## src/design/turfio_cmd_pkg.sv

```systemverilog
`default_nettype none

package turfio_cmd_pkg;

    //////////////////////////////////////////////////
    // Widths and depth
    //////////////////////////////////////////////////

    // One TURF command word
    localparam int CMD_W = 32;
    // Trigger time carried in the command word
    localparam int TRIG_TIME_W = 15;
    // Running trigger number
    localparam int TRIG_SEQ_W = 16;
    // Trigger FIFO entries, also the credits held after reset
    localparam int TRIG_DEPTH = 8;
    // Must reach TRIG_DEPTH itself
    localparam int CREDIT_W = $clog2(TRIG_DEPTH + 1);
    // FIFO read/write pointer width
    localparam int FIFO_PTR_W = $clog2(TRIG_DEPTH);
    // Saturating drop counter
    localparam int DROP_W = 16;

    //////////////////////////////////////////////////
    // Command word layout
    //////////////////////////////////////////////////

    // Run command field
    localparam int RUNCMD_W = 2;
    localparam int RUNCMD_LSB = 0;
    localparam logic [RUNCMD_W-1:0] RUNCMD_NONE = 2'd0;
    localparam logic [RUNCMD_W-1:0] RUNCMD_SYNC = 2'd1;
    localparam logic [RUNCMD_W-1:0] RUNCMD_RESET = 2'd2;
    localparam logic [RUNCMD_W-1:0] RUNCMD_STOP = 2'd3;

    // Single flag bits
    localparam int PPS_BIT = 2;
    localparam int TRIG_BIT = 3;

    // Trigger time field, bits above it are ignored
    localparam int TRIG_TIME_LSB = 4;

    //////////////////////////////////////////////////
    // Bundled types
    //////////////////////////////////////////////////

    // One-cycle run control pulses
    typedef struct packed {
        logic sync;
        logic reset;
        logic stop;
        logic pps;
    } run_ctl_t;

    // One queued trigger
    typedef struct packed {
        logic [TRIG_SEQ_W-1:0]  seq;
        logic [TRIG_TIME_W-1:0] trig_time;
    } trig_entry_t;

endpackage

`default_nettype wire
```

## src/design/turfio_cmd_path.sv

```systemverilog
`timescale 1ns/10ps
`default_nettype none

module turfio_cmd_path (
    input  wire                                init_clk,
    input  wire                                reset_i,
    // TURF command words
    input  wire [turfio_cmd_pkg::CMD_W-1:0]    command_i,
    input  wire                                command_valid_i,
    // Run control pulses
    output turfio_cmd_pkg::run_ctl_t           run_ctl_o,
    // Trigger delivery
    output turfio_cmd_pkg::trig_entry_t        trig_o,
    output logic                               trig_valid_o,
    input  wire                                trig_ready_i,
    // Triggers lost for lack of credit
    output logic [turfio_cmd_pkg::DROP_W-1:0]  drop_count_o
);
    import turfio_cmd_pkg::*;

    // Decoder to FIFO
    logic        push;
    trig_entry_t push_entry;
    logic        credit_return;

    // FIFO to output stage
    trig_entry_t fifo_head;
    logic        fifo_not_empty;
    logic        pop;

    //////////////////////////////////////////////////
    // Command decode, producer side
    //////////////////////////////////////////////////

    turfio_cmd_decoder u_decoder (
        .init_clk        (init_clk),
        .reset_i         (reset_i),
        .command_i       (command_i),
        .command_valid_i (command_valid_i),
        .credit_return_i (credit_return),
        .push_o          (push),
        .entry_o         (push_entry),
        .run_ctl_o       (run_ctl_o),
        .drop_count_o    (drop_count_o)
    );

    // Trigger queue
    trig_time_fifo u_fifo (
        .init_clk        (init_clk),
        .reset_i         (reset_i),
        .push_i          (push),
        .entry_i         (push_entry),
        .pop_i           (pop),
        .head_o          (fifo_head),
        .not_empty_o     (fifo_not_empty),
        .credit_return_o (credit_return)
    );

    // Delivery, flushed by the stop pulse
    trig_out_stage u_out (
        .init_clk     (init_clk),
        .reset_i      (reset_i),
        .head_i       (fifo_head),
        .not_empty_i  (fifo_not_empty),
        .pop_o        (pop),
        .run_stop_i   (run_ctl_o.stop),
        .trig_o       (trig_o),
        .trig_valid_o (trig_valid_o),
        .trig_ready_i (trig_ready_i)
    );

endmodule

`default_nettype wire

```

## src/design/trig_out_stage.sv

```systemverilog
`timescale 1ns/10ps
`default_nettype none

module trig_out_stage (
    input  wire                              init_clk,
    input  wire                              reset_i,
    // FIFO head and its pop strobe
    input  wire turfio_cmd_pkg::trig_entry_t head_i,
    input  wire                              not_empty_i,
    output logic                             pop_o,
    // Stop pulse from the decoder
    input  wire                              run_stop_i,
    // Outgoing trigger with valid/ready
    output turfio_cmd_pkg::trig_entry_t      trig_o,
    output logic                             trig_valid_o,
    input  wire                              trig_ready_i
);

    // Normal delivery or draining after a stop
    typedef enum logic {
        ST_RUN   = 1'b0,
        ST_FLUSH = 1'b1
    } state_t;

    state_t state_q;

    // Handshake terms
    logic   take;
    logic   flushing;
    logic   load;

    // Transfer to the outside this cycle
    assign take = trig_valid_o && trig_ready_i;

    // Stop acts in its own cycle as well
    assign flushing = (state_q == ST_FLUSH) || run_stop_i;

    // Refill when empty or being emptied
    assign load = !flushing && not_empty_i && (!trig_valid_o || trig_ready_i);

    // Drain everything while flushing
    assign pop_o = flushing ? not_empty_i : load;

    //////////////////////////////////////////////////
    // Valid and flush state
    //////////////////////////////////////////////////

    always_ff @(posedge init_clk) begin
        if (reset_i) begin
            state_q      <= ST_RUN;
            trig_valid_o <= 1'b0;
        end else if (flushing) begin
            // Held entry is thrown away
            trig_valid_o <= 1'b0;
            // Back to normal once the FIFO reads empty
            if (not_empty_i) begin
                state_q <= ST_FLUSH;
            end else begin
                state_q <= ST_RUN;
            end
        end else if (load) begin
            trig_valid_o <= 1'b1;
        end else if (take) begin
            trig_valid_o <= 1'b0;
        end
    end

    //////////////////////////////////////////////////
    // Output register
    //////////////////////////////////////////////////

    // Only changes on load, so stable while stalled
    always_ff @(posedge init_clk) begin
        if (load) begin
            trig_o <= head_i;
        end
    end

endmodule

`default_nettype wire

```

## src/design/trig_time_fifo.sv

```systemverilog
`timescale 1ns/10ps
`default_nettype none

module trig_time_fifo (
    input  wire                          init_clk,
    input  wire                          reset_i,
    // Write side, never pushed when full
    input  wire                          push_i,
    input  wire turfio_cmd_pkg::trig_entry_t entry_i,
    // Read side
    input  wire                          pop_i,
    output turfio_cmd_pkg::trig_entry_t  head_o,
    output logic                         not_empty_o,
    // Registered echo of each pop
    output logic                         credit_return_o
);
    import turfio_cmd_pkg::*;

    // Entry storage
    trig_entry_t           mem [TRIG_DEPTH];

    // Pointers and fill level
    logic [FIFO_PTR_W-1:0] wr_ptr_q;
    logic [FIFO_PTR_W-1:0] rd_ptr_q;
    logic [CREDIT_W-1:0]   count_q;

    // Pop only counts when something is there
    logic                  pop_ok;

    assign not_empty_o = (count_q != '0);
    assign pop_ok      = pop_i && not_empty_o;

    // Head is read straight from storage
    assign head_o = mem[rd_ptr_q];

    //////////////////////////////////////////////////
    // Storage write
    //////////////////////////////////////////////////

    always_ff @(posedge init_clk) begin
        if (push_i) begin
            mem[wr_ptr_q] <= entry_i;
        end
    end

    //////////////////////////////////////////////////
    // Pointers, count, credit return
    //////////////////////////////////////////////////

    always_ff @(posedge init_clk) begin
        if (reset_i) begin
            wr_ptr_q        <= '0;
            rd_ptr_q        <= '0;
            count_q         <= '0;
            credit_return_o <= 1'b0;
        end else begin
            // Write pointer wraps at the last slot
            if (push_i) begin
                if (wr_ptr_q == FIFO_PTR_W'(TRIG_DEPTH - 1)) begin
                    wr_ptr_q <= '0;
                end else begin
                    wr_ptr_q <= wr_ptr_q + 1'b1;
                end
            end

            // Same for the read pointer
            if (pop_ok) begin
                if (rd_ptr_q == FIFO_PTR_W'(TRIG_DEPTH - 1)) begin
                    rd_ptr_q <= '0;
                end else begin
                    rd_ptr_q <= rd_ptr_q + 1'b1;
                end
            end

            // Fill level
            count_q <= count_q + CREDIT_W'(push_i) - CREDIT_W'(pop_ok);

            // One credit back per removed entry, next cycle
            credit_return_o <= pop_ok;
        end
    end

endmodule

`default_nettype wire

```

## src/design/turfio_cmd_decoder.sv

```systemverilog
`timescale 1ns/10ps
`default_nettype none

module turfio_cmd_decoder (
    input  wire                                init_clk,
    input  wire                                reset_i,
    // Command words, no back-pressure
    input  wire [turfio_cmd_pkg::CMD_W-1:0]    command_i,
    input  wire                                command_valid_i,
    // One pulse per entry leaving the FIFO
    input  wire                                credit_return_i,
    // Push side of the trigger FIFO
    output logic                               push_o,
    output turfio_cmd_pkg::trig_entry_t        entry_o,
    // Decoded run controls
    output turfio_cmd_pkg::run_ctl_t           run_ctl_o,
    output logic [turfio_cmd_pkg::DROP_W-1:0]  drop_count_o
);
    import turfio_cmd_pkg::*;

    // Fields of the incoming word
    logic [RUNCMD_W-1:0]    runcmd;
    logic [TRIG_TIME_W-1:0] trig_time;

    // Trigger bookkeeping
    logic                   trig_req;
    logic                   have_credit;
    logic                   accept;
    logic                   drop;
    logic                   seq_clear;
    logic [TRIG_SEQ_W-1:0]  seq_q;
    logic [TRIG_SEQ_W-1:0]  seq_base;
    logic [CREDIT_W-1:0]    credits_q;

    // Next value of the run control pulses
    run_ctl_t               run_ctl_d;

    assign runcmd    = command_i[RUNCMD_LSB +: RUNCMD_W];
    assign trig_time = command_i[TRIG_TIME_LSB +: TRIG_TIME_W];

    //////////////////////////////////////////////////
    // Run command decode
    //////////////////////////////////////////////////

    always_comb begin
        run_ctl_d = '0;
        if (command_valid_i) begin
            case (runcmd)
                RUNCMD_SYNC:  run_ctl_d.sync = 1'b1;
                RUNCMD_RESET: run_ctl_d.reset = 1'b1;
                RUNCMD_STOP:  run_ctl_d.stop = 1'b1;
                // Plain word, no run action
                RUNCMD_NONE:  ;
            endcase
            // PPS rides along with any run command
            run_ctl_d.pps = command_i[PPS_BIT];
        end
    end

    //////////////////////////////////////////////////
    // Trigger accept or drop
    //////////////////////////////////////////////////

    // Trigger bit in a stop word is not a trigger
    assign trig_req = command_valid_i && command_i[TRIG_BIT] && (runcmd != RUNCMD_STOP);

    // Credits left means the FIFO has a free slot
    assign have_credit = (credits_q != '0);
    assign accept      = trig_req && have_credit;
    assign drop        = trig_req && !have_credit;

    // Reset word restarts numbering, its own trigger included
    assign seq_clear = run_ctl_d.reset;
    assign seq_base  = seq_clear ? '0 : seq_q;

    // Control state
    always_ff @(posedge init_clk) begin
        if (reset_i) begin
            run_ctl_o    <= '0;
            push_o       <= 1'b0;
            seq_q        <= '0;
            credits_q    <= CREDIT_W'(TRIG_DEPTH);
            drop_count_o <= '0;
        end else begin
            run_ctl_o <= run_ctl_d;
            push_o    <= accept;

            // Only accepted triggers advance the number
            if (accept) begin
                seq_q <= seq_base + 1'b1;
            end else if (seq_clear) begin
                seq_q <= '0;
            end

            // Push and return may land together
            credits_q <= credits_q - CREDIT_W'(accept) + CREDIT_W'(credit_return_i);

            // Saturate at all ones
            if (drop && !(&drop_count_o)) begin
                drop_count_o <= drop_count_o + 1'b1;
            end
        end
    end

    // Entry presented with push_o
    always_ff @(posedge init_clk) begin
        if (accept) begin
            entry_o.seq       <= seq_base;
            entry_o.trig_time <= trig_time;
        end
    end

endmodule

`default_nettype wire

```

## config.mk

```make
export PLATFORM = sky130hd
export DESIGN_NAME = turfio_cmd_path
export DESIGN_NICKNAME = d
export VERILOG_FILES = /design/src/design/turfio_cmd_pkg.sv /design/src/design/turfio_cmd_path.sv /design/src/design/trig_out_stage.sv /design/src/design/trig_time_fifo.sv /design/src/design/turfio_cmd_decoder.sv
export SDC_FILE = /design/constraint.sdc
export NUM_CORES = 1
export LEC_CHECK = 0
export ABC_CLOCK_PERIOD_IN_PS = 4550
export BUFFER_PORTS_ARGS = -buffer_cell sky130_fd_sc_hd__buf_2
export CELL_PAD_IN_SITES_DETAIL_PLACEMENT = 1
export CELL_PAD_IN_SITES_GLOBAL_PLACEMENT = 1
export CORE_ASPECT_RATIO = 0.75
export CORE_UTILIZATION = 47
export DETAILED_ROUTE_END_ITERATION = 12
export PLACE_DENSITY_LB_ADDON = 0.1
export SETUP_SLACK_MARGIN = 0.4
export SLEW_MARGIN = 25
export SYNTH_ARGS = -nofsm -noshare
export SYNTH_HDL_FRONTEND = slang
export SYNTH_SLANG_ARGS = --single-unit
```

## constraint.sdc

```tcl
create_clock -name init_clk -period 4.55 [get_ports init_clk]
set_clock_uncertainty 0.05 [all_clocks]
set_input_delay 0.2275 -clock init_clk [delete_from_list [all_inputs] [get_ports init_clk]]
set_output_delay 0.2275 -clock init_clk [all_outputs]
set_load 0.05 [all_outputs]
```

# ---- Word level (Yosys, flattened, before mapping)
# Memories as Yosys holds them, arrays and structs flattened. A register that Yosys moved wholly into a read port is not among the register bits.
# Index checks and enable logic that the tools add are counted.
dict set report op_classes {
  n_bitwise 1
  mux 14
  n_addsub 8
  reduce_logical 21
  eq_ne 6
}
# operator count
set ops {}
lappend ops {{$add 16x1->16 const B} 2}
lappend ops {{$mux 16} 2}
lappend ops {{$reduce_and 16->1} 1}
lappend ops {{$logic_and 1x1->1} 9}
lappend ops {{$mux 1} 9}
lappend ops {{$mux 3} 3}
lappend ops {{$add 4x1->4} 2}
lappend ops {{$reduce_bool 4->1} 2}
lappend ops {{$sub 4x1->4} 2}
lappend ops {{$add 3x1->3 const B} 2}
lappend ops {{$eq 3x3->1 const B} 2}
lappend ops {{$eq 2x2->1 const B} 2}
lappend ops {{$logic_not 1->1} 4}
lappend ops {{$reduce_or 2->1} 2}
lappend ops {{$eq 2x1->1 const B} 1}
lappend ops {{$logic_or 1x1->1} 2}
lappend ops {{$ne 2x2->1 const B} 1}
lappend ops {{$reduce_bool 2->1} 1}
lappend ops {{$not 1->1} 1}
dict set report totals {
  register_bits 85
  out_inout_bits 52
  inputBits 36
  mem_count 1
  ram_bits 248
  elab_cells 67
}
# memory words width rd rd_clocked_by_memory_dff write_ports line_no
set memory_table {}
lappend memory_table {u_fifo.mem 8 31 1 1 1 trig_time_fifo.sv:20} ;# trig_entry_t mem [TRIG_DEPTH];

# ---- Depth between registers and ports, before layout
# Gate-level depths: netlist of run 1.
dict set report logic_depth {
  ltp_word 7
  mapped_depth 11
  ltp_nobuf 11
}

# ---- By module
# From an unflattened synthesis of run 1, not the netlist that was laid out.
dict set report hier_totals {
  hier_cells 748
  area_unflattened_um2 14305.0
}
# module seq_area_each_um2 cells_each area_per_inst_um2 n_inst
set by_module_without_submodules {}
lappend by_module_without_submodules {trig_time_fifo 7727.4 433 10261.1 1}
lappend by_module_without_submodules {turfio_cmd_decoder 1751.7 275 3001.6 1}
lappend by_module_without_submodules {trig_out_stage 970.9 40 1042.2 1}

# ---- Worst setup path after synthesis of run 1
# No wires, ideal clock.
dict set report synth_path {
  path_type {register -> register}
  start {reg u_decoder.credits_q[2]}
  end {reg u_decoder.credits_q[2]}
  setup_slack_ps -38
  synth_period_minus_slack_ps 4588
  path_stages_with_launch 12
  n_path_buf 0
  arrival_ps 4410
  setup_ps 128
  t_required_ps 4372
  path_cell_list {dfxtp_1 > inv_1 > ha_1 > nor3b_2 > nor3_1 > ha_1 > inv_1 > ha_1 > inv_1 > fa_1 > xor2_1 > nor2_1}
}
dict set report synth_between {
  elab_chain_cells 4
}
# element line_no
set synth_lines {}
lappend synth_lines {{start: declaration} turfio_cmd_decoder.sv:33} ;# logic [CREDIT_W-1:0] credits_q;
lappend synth_lines {{start signal: assignment} turfio_cmd_decoder.sv:82} ;# credits_q <= CREDIT_W'(TRIG_DEPTH);
lappend synth_lines {{start signal: assignment} turfio_cmd_decoder.sv:96} ;# credits_q <= credits_q - CREDIT_W'(accept) + CREDIT_W'(credit_return_i);
lappend synth_lines {{$reduce_bool 4->1} turfio_cmd_decoder.sv:68} ;# assign have_credit = (credits_q != '0);
lappend synth_lines {{$logic_and 1x1->1} turfio_cmd_decoder.sv:69} ;# assign accept = trig_req && have_credit;
lappend synth_lines {{via u_decoder.accept} turfio_cmd_decoder.sv:28} ;# logic accept;
lappend synth_lines {{$sub 4x1->4} turfio_cmd_decoder.sv:96}
lappend synth_lines {{$add 4x1->4} turfio_cmd_decoder.sv:96}
# The timed path passes the listed nets, and every way through them passes these cells.
# A chain may end at the register's enable or synchronous reset.

# ---- Worst setup path after layout of run 1
dict set report layout_path {
  start {reg u_fifo.count_q[2]}
  end {reg u_fifo.count_q[2]}
}
dict set report layout_between {
  elab_chain_cells 6
  elab_cells_between_ends 7
  classes_between {add/sub (2); mux (1); reduce/logical (4)}
}
# element line_no
set layout_lines {}
lappend layout_lines {{start: declaration} trig_time_fifo.sv:25} ;# logic [CREDIT_W-1:0] count_q;
lappend layout_lines {{start signal: assignment} trig_time_fifo.sv:76} ;# count_q <= count_q + CREDIT_W'(push_i) - CREDIT_W'(pop_ok);
lappend layout_lines {{$reduce_bool 4->1 (*)} trig_time_fifo.sv:30} ;# assign not_empty_o = (count_q != '0);
lappend layout_lines {{$logic_and 1x1->1 (2 in series)} trig_out_stage.sv:39} ;# assign load = !flushing && not_empty_i && (!trig_valid_o || trig_ready_i);
lappend layout_lines {{$mux 1} trig_out_stage.sv:42} ;# assign pop_o = flushing ? not_empty_i : load;
lappend layout_lines {{$logic_and 1x1->1 (*)} trig_time_fifo.sv:31} ;# assign pop_ok = pop_i && not_empty_o;
lappend layout_lines {{via u_fifo.pop_ok} trig_time_fifo.sv:28} ;# logic pop_ok;
lappend layout_lines {{$sub 4x1->4 (*)} trig_time_fifo.sv:76}
# The timed path passes the listed nets; every way through them passes the cells marked *.

==> results of run 1 <==
## flip-flops by register name, summed over array words and instances (netlist names)
signal	count
u_decoder.run_ctl_o	4
u_decoder.credits_q	4
u_fifo.mem	248
u_fifo.credit_return_o	1
u_out.trig_o	31
u_fifo.wr_ptr_q	3
u_decoder.entry_o	31
u_out.state_q	1
u_out.trig_valid_o	1
u_decoder.drop_count_o	16
u_fifo.count_q	4
u_fifo.rd_ptr_q	3
u_decoder.push_o	1
u_decoder.seq_q	16
## cell type report
type / instances / share of cell area (%)
repair buffers: 109 / 4.20
inverters: 25 / 0.576
flip-flops and latches: 364 / 63.8
clock buffers: 51 / 6.33
multi-input cells: 339 / 21.4
well taps: 392 / 3.01
clock inverters: 17 / 0.684
## how the worst min path moves through the flow
stage                          from                      to  slack, ps  cells after the start
floorplan              command_i[1]  u_decoder.run_ctl_o[3]        250                      1
global placement      command_i[11]    u_decoder.entry_o[7]        350                      1
detailed placement    command_i[16]   u_decoder.entry_o[12]        360                      1
CTS                 command_valid_i        u_decoder.push_o          3                      3
global route        command_valid_i        u_decoder.push_o         40                      3
finish              command_valid_i        u_decoder.push_o         30                      3
## kinds of logic after synthesis
family                     count (synthesis)  synth area share, %
muxes                                    108                 13.5
DFF                                      364                 73.9
buffers and inverters                     58                 1.69
adders and majority gates                 18                 1.71
and+or+nand+nor                          160                 6.65
xor gates and xnor gates                   5                0.312
AOI/OAI and AO/OA                         48                 2.17
## cells in the mapped netlist (9+ instances only)
library cell | number | area share (%)
o31ai_1 | 9 | 0.48
mux4_2 | 62 | 9.9
and2_1 | 11 | 0.49
mux2_2 | 38 | 3.0
nor2_1 | 32 | 0.85
buf_2 | 10 | 0.36
nor4_1 | 11 | 0.49
clkbuf_1 | 18 | 0.48
nand2_1 | 19 | 0.51
inv_1 | 25 | 0.67
dfxtp_1 | 54 | 7.7
ha_1 | 16 | 1.4
nand4_1 | 12 | 0.53
or4_1 | 9 | 0.48
nor2b_1 | 12 | 0.53
nand3_1 | 12 | 0.43
edfxtp_1 | 310 | 66
a21oi_1 | 22 | 0.78
## critical path: stages, from the launching register on
cell     delay [ps]
dfxtp_1         300
inv_1            70
ha_1            150
nor3b_1         600
a21oi_1         300
ha_1            370
inv_1            40
ha_1            200
fa_1            400
xnor2_1         190
nor2_1           50
## layer usage
layer / up-vias / wire length [µm] / GRT usage (%)
met1: 3764 / 13200 / 27.1
met4: 0 / 550 / 5.27
met3: 49 / 1210 / 3.59
met5: - / 0 / 0
li1: 3266 / - / -
met2: 131 / 14500 / 33.9
## where the power goes
group	total (µW)	switching, µW	internal, µW
Sequential	4140	184	3960
Combinational	1960	1200	754
Clock	2870	1220	1650
## repair_timing
action | CTS | global route
hold buffers | 20 | 0
endpoints found under the setup margin | 0 | 0
endpoints found under the hold margin | 20 | 0
## per-stage QoR
stage | worst slack [ps] | utilization (%) | cells
global placement | 1790 | 51.1 | 1209
finish | 1710 | 55.7 | 1297
global route | 1450 | 55.7 | 1297
CTS | 1640 | 55.7 | 1297
floorplan | 1100 | - | 761
detailed placement | 1650 | 51.1 | 1209
==> results.md, run 1 <==
* Status: finished, final reports clean
* P&R area growth vs syn at 15.9%
* YS warnings at 0
* TritonCTS clock tree: yes
* Core region area at 29300 µm²
* Drt total wl at 29.4 mm
* Global placer's final weighted congestion at 0.753
* Ports at 88
* CTS clk-pin slew, worst paths at 60 ps
* Vias per cell at 5.56
* Initial Utilization at 48.0%
* Critical Path RT at 4880 ps
* Worst Setup Start Kind: register
* Min Clock Period, post-route at 2840 ps
* Num CTS Buffers at 38
* Post-CTS setup buffers at 0
* Final hold vios at 0
* EDFF count, synth at 310
* PwrDens at 550 nW/µm²
* H-tree levels at 2
* Hold crit path type: input pin to register
* Worst Hold Slack at 29.4 ps
* CP Launch Point: u_fifo.count_q[2]
* CTS Root Cell: clkbuf_16
* Power Total at 8960 µW
* Largest net degree at the start of global routing at 65
* WS Path Type: register to register
* Yosys reg bits at 364
* Yosys cell types at 50
* Synthesized Nets at 815
* Cells after synthesis at 761
* Total gr overflow at 0
* Post-layout nets at 931
* Drt pass-1 iters at 4
* Final HPWL DP at 15.9 mm
* Share of post-route cells with drive strength above 1 at 28.7%
* Via count at 7210
* Pleak at 0.00550 µW
* Total GRT Usage at 20.1%
* Mean Syn Cell Area at 18.5 µm²
* FF-to-FF path depth at 10
* Die area at 30600 µm²
* Fin area at 16300 µm²
* Max clock buf depth at 3
* Sequential Area at 10400 µm²
* Critical Path Sink: u_fifo.count_q[2]
* Max-slew headroom at 31.2%
* Number of fill cells at 2636
* Critical Path AT at 3180 ps
* Die Ht at 152 µm
* Clock sinks at 364
* Drc violations at 0
* Element type at the critical path end: register
* Global-route wire length before repair at 45.7 mm
* Crit Path Max Fanout at 5
* Register area share after synthesis at 73.9%
* Final antenna-violating net count at 0
* Setup repair after global routing missed its margin: false
* Max_cap viols at 0
* FF-to-FF End: u_fifo.count_q[2]
* Final worst-path cycle share at 62.5%
* Final setup fails at 0
* Setup_tns at 0 ps
* F_max at 0.352 GHz
* Slew of the pin with the lowest slew margin at 1030 ps
* Initial antenna violation count at 0
* Most common cell after layout, fill and taps aside: edfxtp_1
* Dpl cell area at 14900 µm²
* Vias in the first global route at 7777
* Worst reg2reg startpoint: u_fifo.count_q[2]
* Most frequent cells in the layout: edfxtp_1 (310), buf_2 (74), mux4_2 (62)
* R2R setup slack at 1710 ps
* Mapped Area at 14100 µm²
* Multi-input combinational cell area at 3480 µm²
* # diodes at 0
* Die width at 202 µm
* Primary FF master, synth: edfxtp_1
* Count of final max-slew check failures at 0
* Wire per inst at 22.7 µm
* Clock latency on the worst-skew pair at 520 ps
* Initial DRC count at 430
* Post-synth ARST share at 0%
* # resized after CTS at 0
* VDD IR max at 0.326 mV
* Rows at 54
* IO buf count at 74
Power figures use the tool's default switching activity.
==> run 2, diff against run 1 <==
Settings changed: ABC_AREA set to 1, ABC_CLOCK_PERIOD_IN_PS 4550 to 2500, CORE_UTILIZATION 47 to 44.
Clock period 4.55 ns to 2.5 ns, I/O delays scaled along.
==> run 2 against run 1 <==
Compared with the run above: first-iteration DRC count grew 46%; synthesized area up 2.3%; cell count up 36%; via count increased by 26%; combinational power increased to 2.5 times the previous value; critical path type unchanged; largest cell class unchanged.
==> results.md, run 2 <==
* Max_cap viols at 0 (unchanged)
* Hold depth at 3 (unchanged)
* Initial Utilization at 45.4% (was 48.0%)
* Most frequent cells in the layout: edfxtp_1 (310), nor2_1 (257), nand2_1 (176) (was edfxtp_1 (310), buf_2 (74), mux4_2 (62))
* Via count at 9116 (was 7210)
* CTS Root Cell: clkbuf_16 (unchanged)
* Final hold vios at 0 (unchanged)
* Die area at 33400 µm² (was 30600 µm²)
* Die width at 211 µm (was 202 µm)
* # diodes at 0 (unchanged)
* Total GRT Usage at 20.7% (was 20.1%)
* Post-place setup slack at 265 ps (was 1650 ps)
* Drt pass-1 iters at 6 (was 4)
* Worst Slack Setup Final at 487 ps (was 1710 ps)
* Post-layout nets at 1350 (was 931)
* Num CTS Buffers at 37 (was 38)
* Worst reg2reg startpoint: u_fifo.count_q[2] (unchanged)
* TritonCTS clock tree: yes (unchanged)
* Largest net degree at the start of global routing at 96 (was 65)
* Number of fill cells at 3274 (was 2636)
* Critical Path AT at 2430 ps (was 3180 ps)
* Ports at 88 (unchanged)
* Critical Path RT at 2910 ps (was 4880 ps)
* Max clock buf depth at 3 (unchanged)
* Synthesized Nets at 1244 (was 815)
* CTS clk-pin slew, worst paths at 60 ps (about the same)
* Setup repair after global routing missed its margin: true (was false)
* H-tree levels at 2 (unchanged)
* Most common cell after layout, fill and taps aside: edfxtp_1 (unchanged)
* IO buf count at 74 (unchanged)
* Drc violations at 0 (unchanged)
* Min Clock Period, post-route at 2010 ps (was 2840 ps)
* EDFF count, synth at 310 (unchanged)
* Post-synth ARST share at 0% (unchanged)
* Drt total wl at 33.7 mm (was 29.4 mm)
* Mapped Area at 14400 µm² (was 14100 µm²)
* DP Cell Count at 1668 (was 1209)
* Largest register FFs at 248 (unchanged)
* Die Ht at 159 µm (was 152 µm)
* Synth top area cells: edfxtp_1 (65%), dfxtp_1 (7.5%), nor2_1 (7.0%) (was edfxtp_1 (66%), mux4_2 (9.9%), dfxtp_1 (7.7%))
* Final HPWL DP at 18.7 mm (was 15.9 mm)
* FF-to-FF path depth at 11 (was 10)
* Clock sinks at 364 (unchanged)
* Primary FF master, synth: edfxtp_1 (unchanged)
* Area leader, netlist: edfxtp_1 (unchanged)
* VDD IR max at 0.533 mV (was 0.326 mV)
* Slew of the pin with the lowest slew margin at 811 ps (was 1030 ps)
* Final antenna-violating net count at 0 (unchanged)
* Total gr overflow at 0 (unchanged)
* Worst Hold Slack at 7.28 ps (was 29.4 ps)
* Worst Setup Start Kind: register (unchanged)
* Share of Yosys cell area claimed by the top area cell type at 64.7% (was 66.2%)
* Vias per cell at 5.18 (was 5.56)
* FF-to-FF End: u_fifo.count_q[1] (was u_fifo.count_q[2])
* Max-slew headroom at 45.9% (was 31.2%)
* Mean Syn Cell Area at 12.1 µm² (was 18.5 µm²)
* WS Path Type: register to register (unchanged)
* Global-route wire length before repair at 52.8 mm (was 45.7 mm)
* Final core occ at 53.6% (was 55.7%)
* Top-count cell post-synth: edfxtp_1 (unchanged)
* Worst Hold Path EP: u_decoder.credits_q[1] (was u_decoder.push_o)
* Share of post-route cells with drive strength above 1 at 15.3% (was 28.7%)
* P&R area growth vs syn at 18.0% (was 15.9%)
* Yosys reg bits at 364 (unchanged)
* Initial antenna violation count at 0 (unchanged)
* Global placer's final weighted congestion at 0.717 (was 0.753)
* Post-synth top cells: edfxtp_1 (310), nor2_1 (267), nand2_1 (178), o21ai_0 (80), inv_1 (63) (was edfxtp_1 (310), mux4_2 (62), dfxtp_1 (54), mux2_2 (38), nor2_1 (32))
* Core region area at 31700 µm² (was 29300 µm²)
* PwrDens at 1070 nW/µm² (was 550 nW/µm²)
* Regs by FF count: u_fifo.mem x248, u_decoder.entry_o x31, u_out.trig_o x31 (unchanged)
* Hold crit path type: input pin to register (unchanged)
* Cells after synthesis at 1190 (was 761)
* Register area share after synthesis at 72.2% (was 73.9%)
* F_max at 0.497 GHz (was 0.352 GHz)
* Setup_tns at 0 ps (unchanged)
* Vias in the first global route at 9396 (was 7777)
* Rows at 56 (was 54)
* Initial DRC count at 629 (was 430)
* Status: finished, final reports clean (unchanged)
* Biggest register: u_fifo.mem (unchanged)
* Yosys cell types at 33 (was 50)
* Pleak at 0.00608 µW (was 0.00550 µW)
* R2R setup slack at 490 ps (was 1710 ps)
* Clock latency on the worst-skew pair at 530 ps (was 520 ps)
* Post-Layout Cell Count at 1759 (was 1297)
* Element type at the critical path end: register (unchanged)
* Hold Crit Start: reset_i (was command_valid_i)
* Wire per inst at 19.1 µm (was 22.7 µm)
* Count of final max-slew check failures at 0 (unchanged)
* Crit Path Max Fanout at 2 (was 5)
* Final setup fails at 0 (unchanged)
* YS warnings at 0 (unchanged)
* Final worst-path cycle share at 80.5% (was 62.5%)
## run 2: kinds of logic after synthesis
group,count (synthesis),synth area share (%)
xor gates and xnor gates,8,0.487
AOI/OAI and AO/OA,173,7.70
and+or+nand+nor,503,14.2
DFF,364,72.2
adders and majority gates,18,1.67
buffers and inverters,124,3.68
## run 2: layout make-up
class / count / area [µm²] / area share, %
well taps: 435 / 544 / 3.21
clock inverters: 19 / 195 / 1.15
multi-input cells: 702 / 3590 / 21.2
inverters: 67 / 255 / 1.50
flip-flops and latches: 364 / 10400 / 61.3
repair buffers: 124 / 951 / 5.60
clock buffers: 48 / 1030 / 6.07
## run 2: routing by layer
| layer | vias up | track usage [%] | wire length, µm | share of wire [%] |
|---|---|---|---|---|
| li1 | 4402 | - | - | - |
| met1 | 4508 | 29.8 | 16600 | 49 |
| met2 | 161 | 33.3 | 15300 | 45 |
| met3 | 45 | 2.92 | 1170 | 3.5 |
| met4 | 0 | 5.24 | 641 | 1.9 |
| met5 | - | 0 | 0 | 0 |
## run 2: worst max path at each step
stage / from / end / slack [ps] / depth (start not counted)
after detailed placement: u_fifo.count_q[2] / u_fifo.count_q[2] / 260 / 11
final: u_fifo.count_q[2] / u_fifo.count_q[1] / 490 / 11
after global placement: u_out.trig_valid_o / u_fifo.count_q[2] / 330 / 11
after global routing: u_decoder.credits_q[2] / u_decoder.credits_q[3] / 380 / 14
after CTS: u_fifo.count_q[2] / u_fifo.count_q[2] / 420 / 11
after floorplan: u_decoder.push_o / u_fifo.mem[3][0] / 160 / 2
## run 2: stage by stage
stage | total power [µW] | area [µm²]
after floorplan | 11200 | 14400
after global placement | 12600 | 15500
after detailed placement | 12700 | 15500
after CTS | 18400 | 17000
after global routing | 19100 | 17000
final | 18200 | 17000
## run 2: critical path, cell delays in order, from the launching register on
cell and delay [ps]:
dfxtp_1 300, inv_2 60, ha_2 170, nand3_2 110, nand2_2 110, inv_1 60
ha_1 270, inv_1 40, ha_2 170, fa_2 520, inv_1 40, nor2_1 60
## run 2: power breakdown
group          switching (µW)  leakage, µW  internal [µW]
Clock                    2270     0.000598           3320
Combinational            3540      0.00221           1430
Sequential                341      0.00328           7300
Total                    6150      0.00608          12000
## run 2: what timing repair did
action | CTS | global route
buffers inserted | 2 | 0
hold endpoints to repair | 20 | 0
endpoints found under the setup margin | 2 | 22
hold buffers | 22 | 0
resized for setup | 2 | 7
pin swaps | 1 | 2
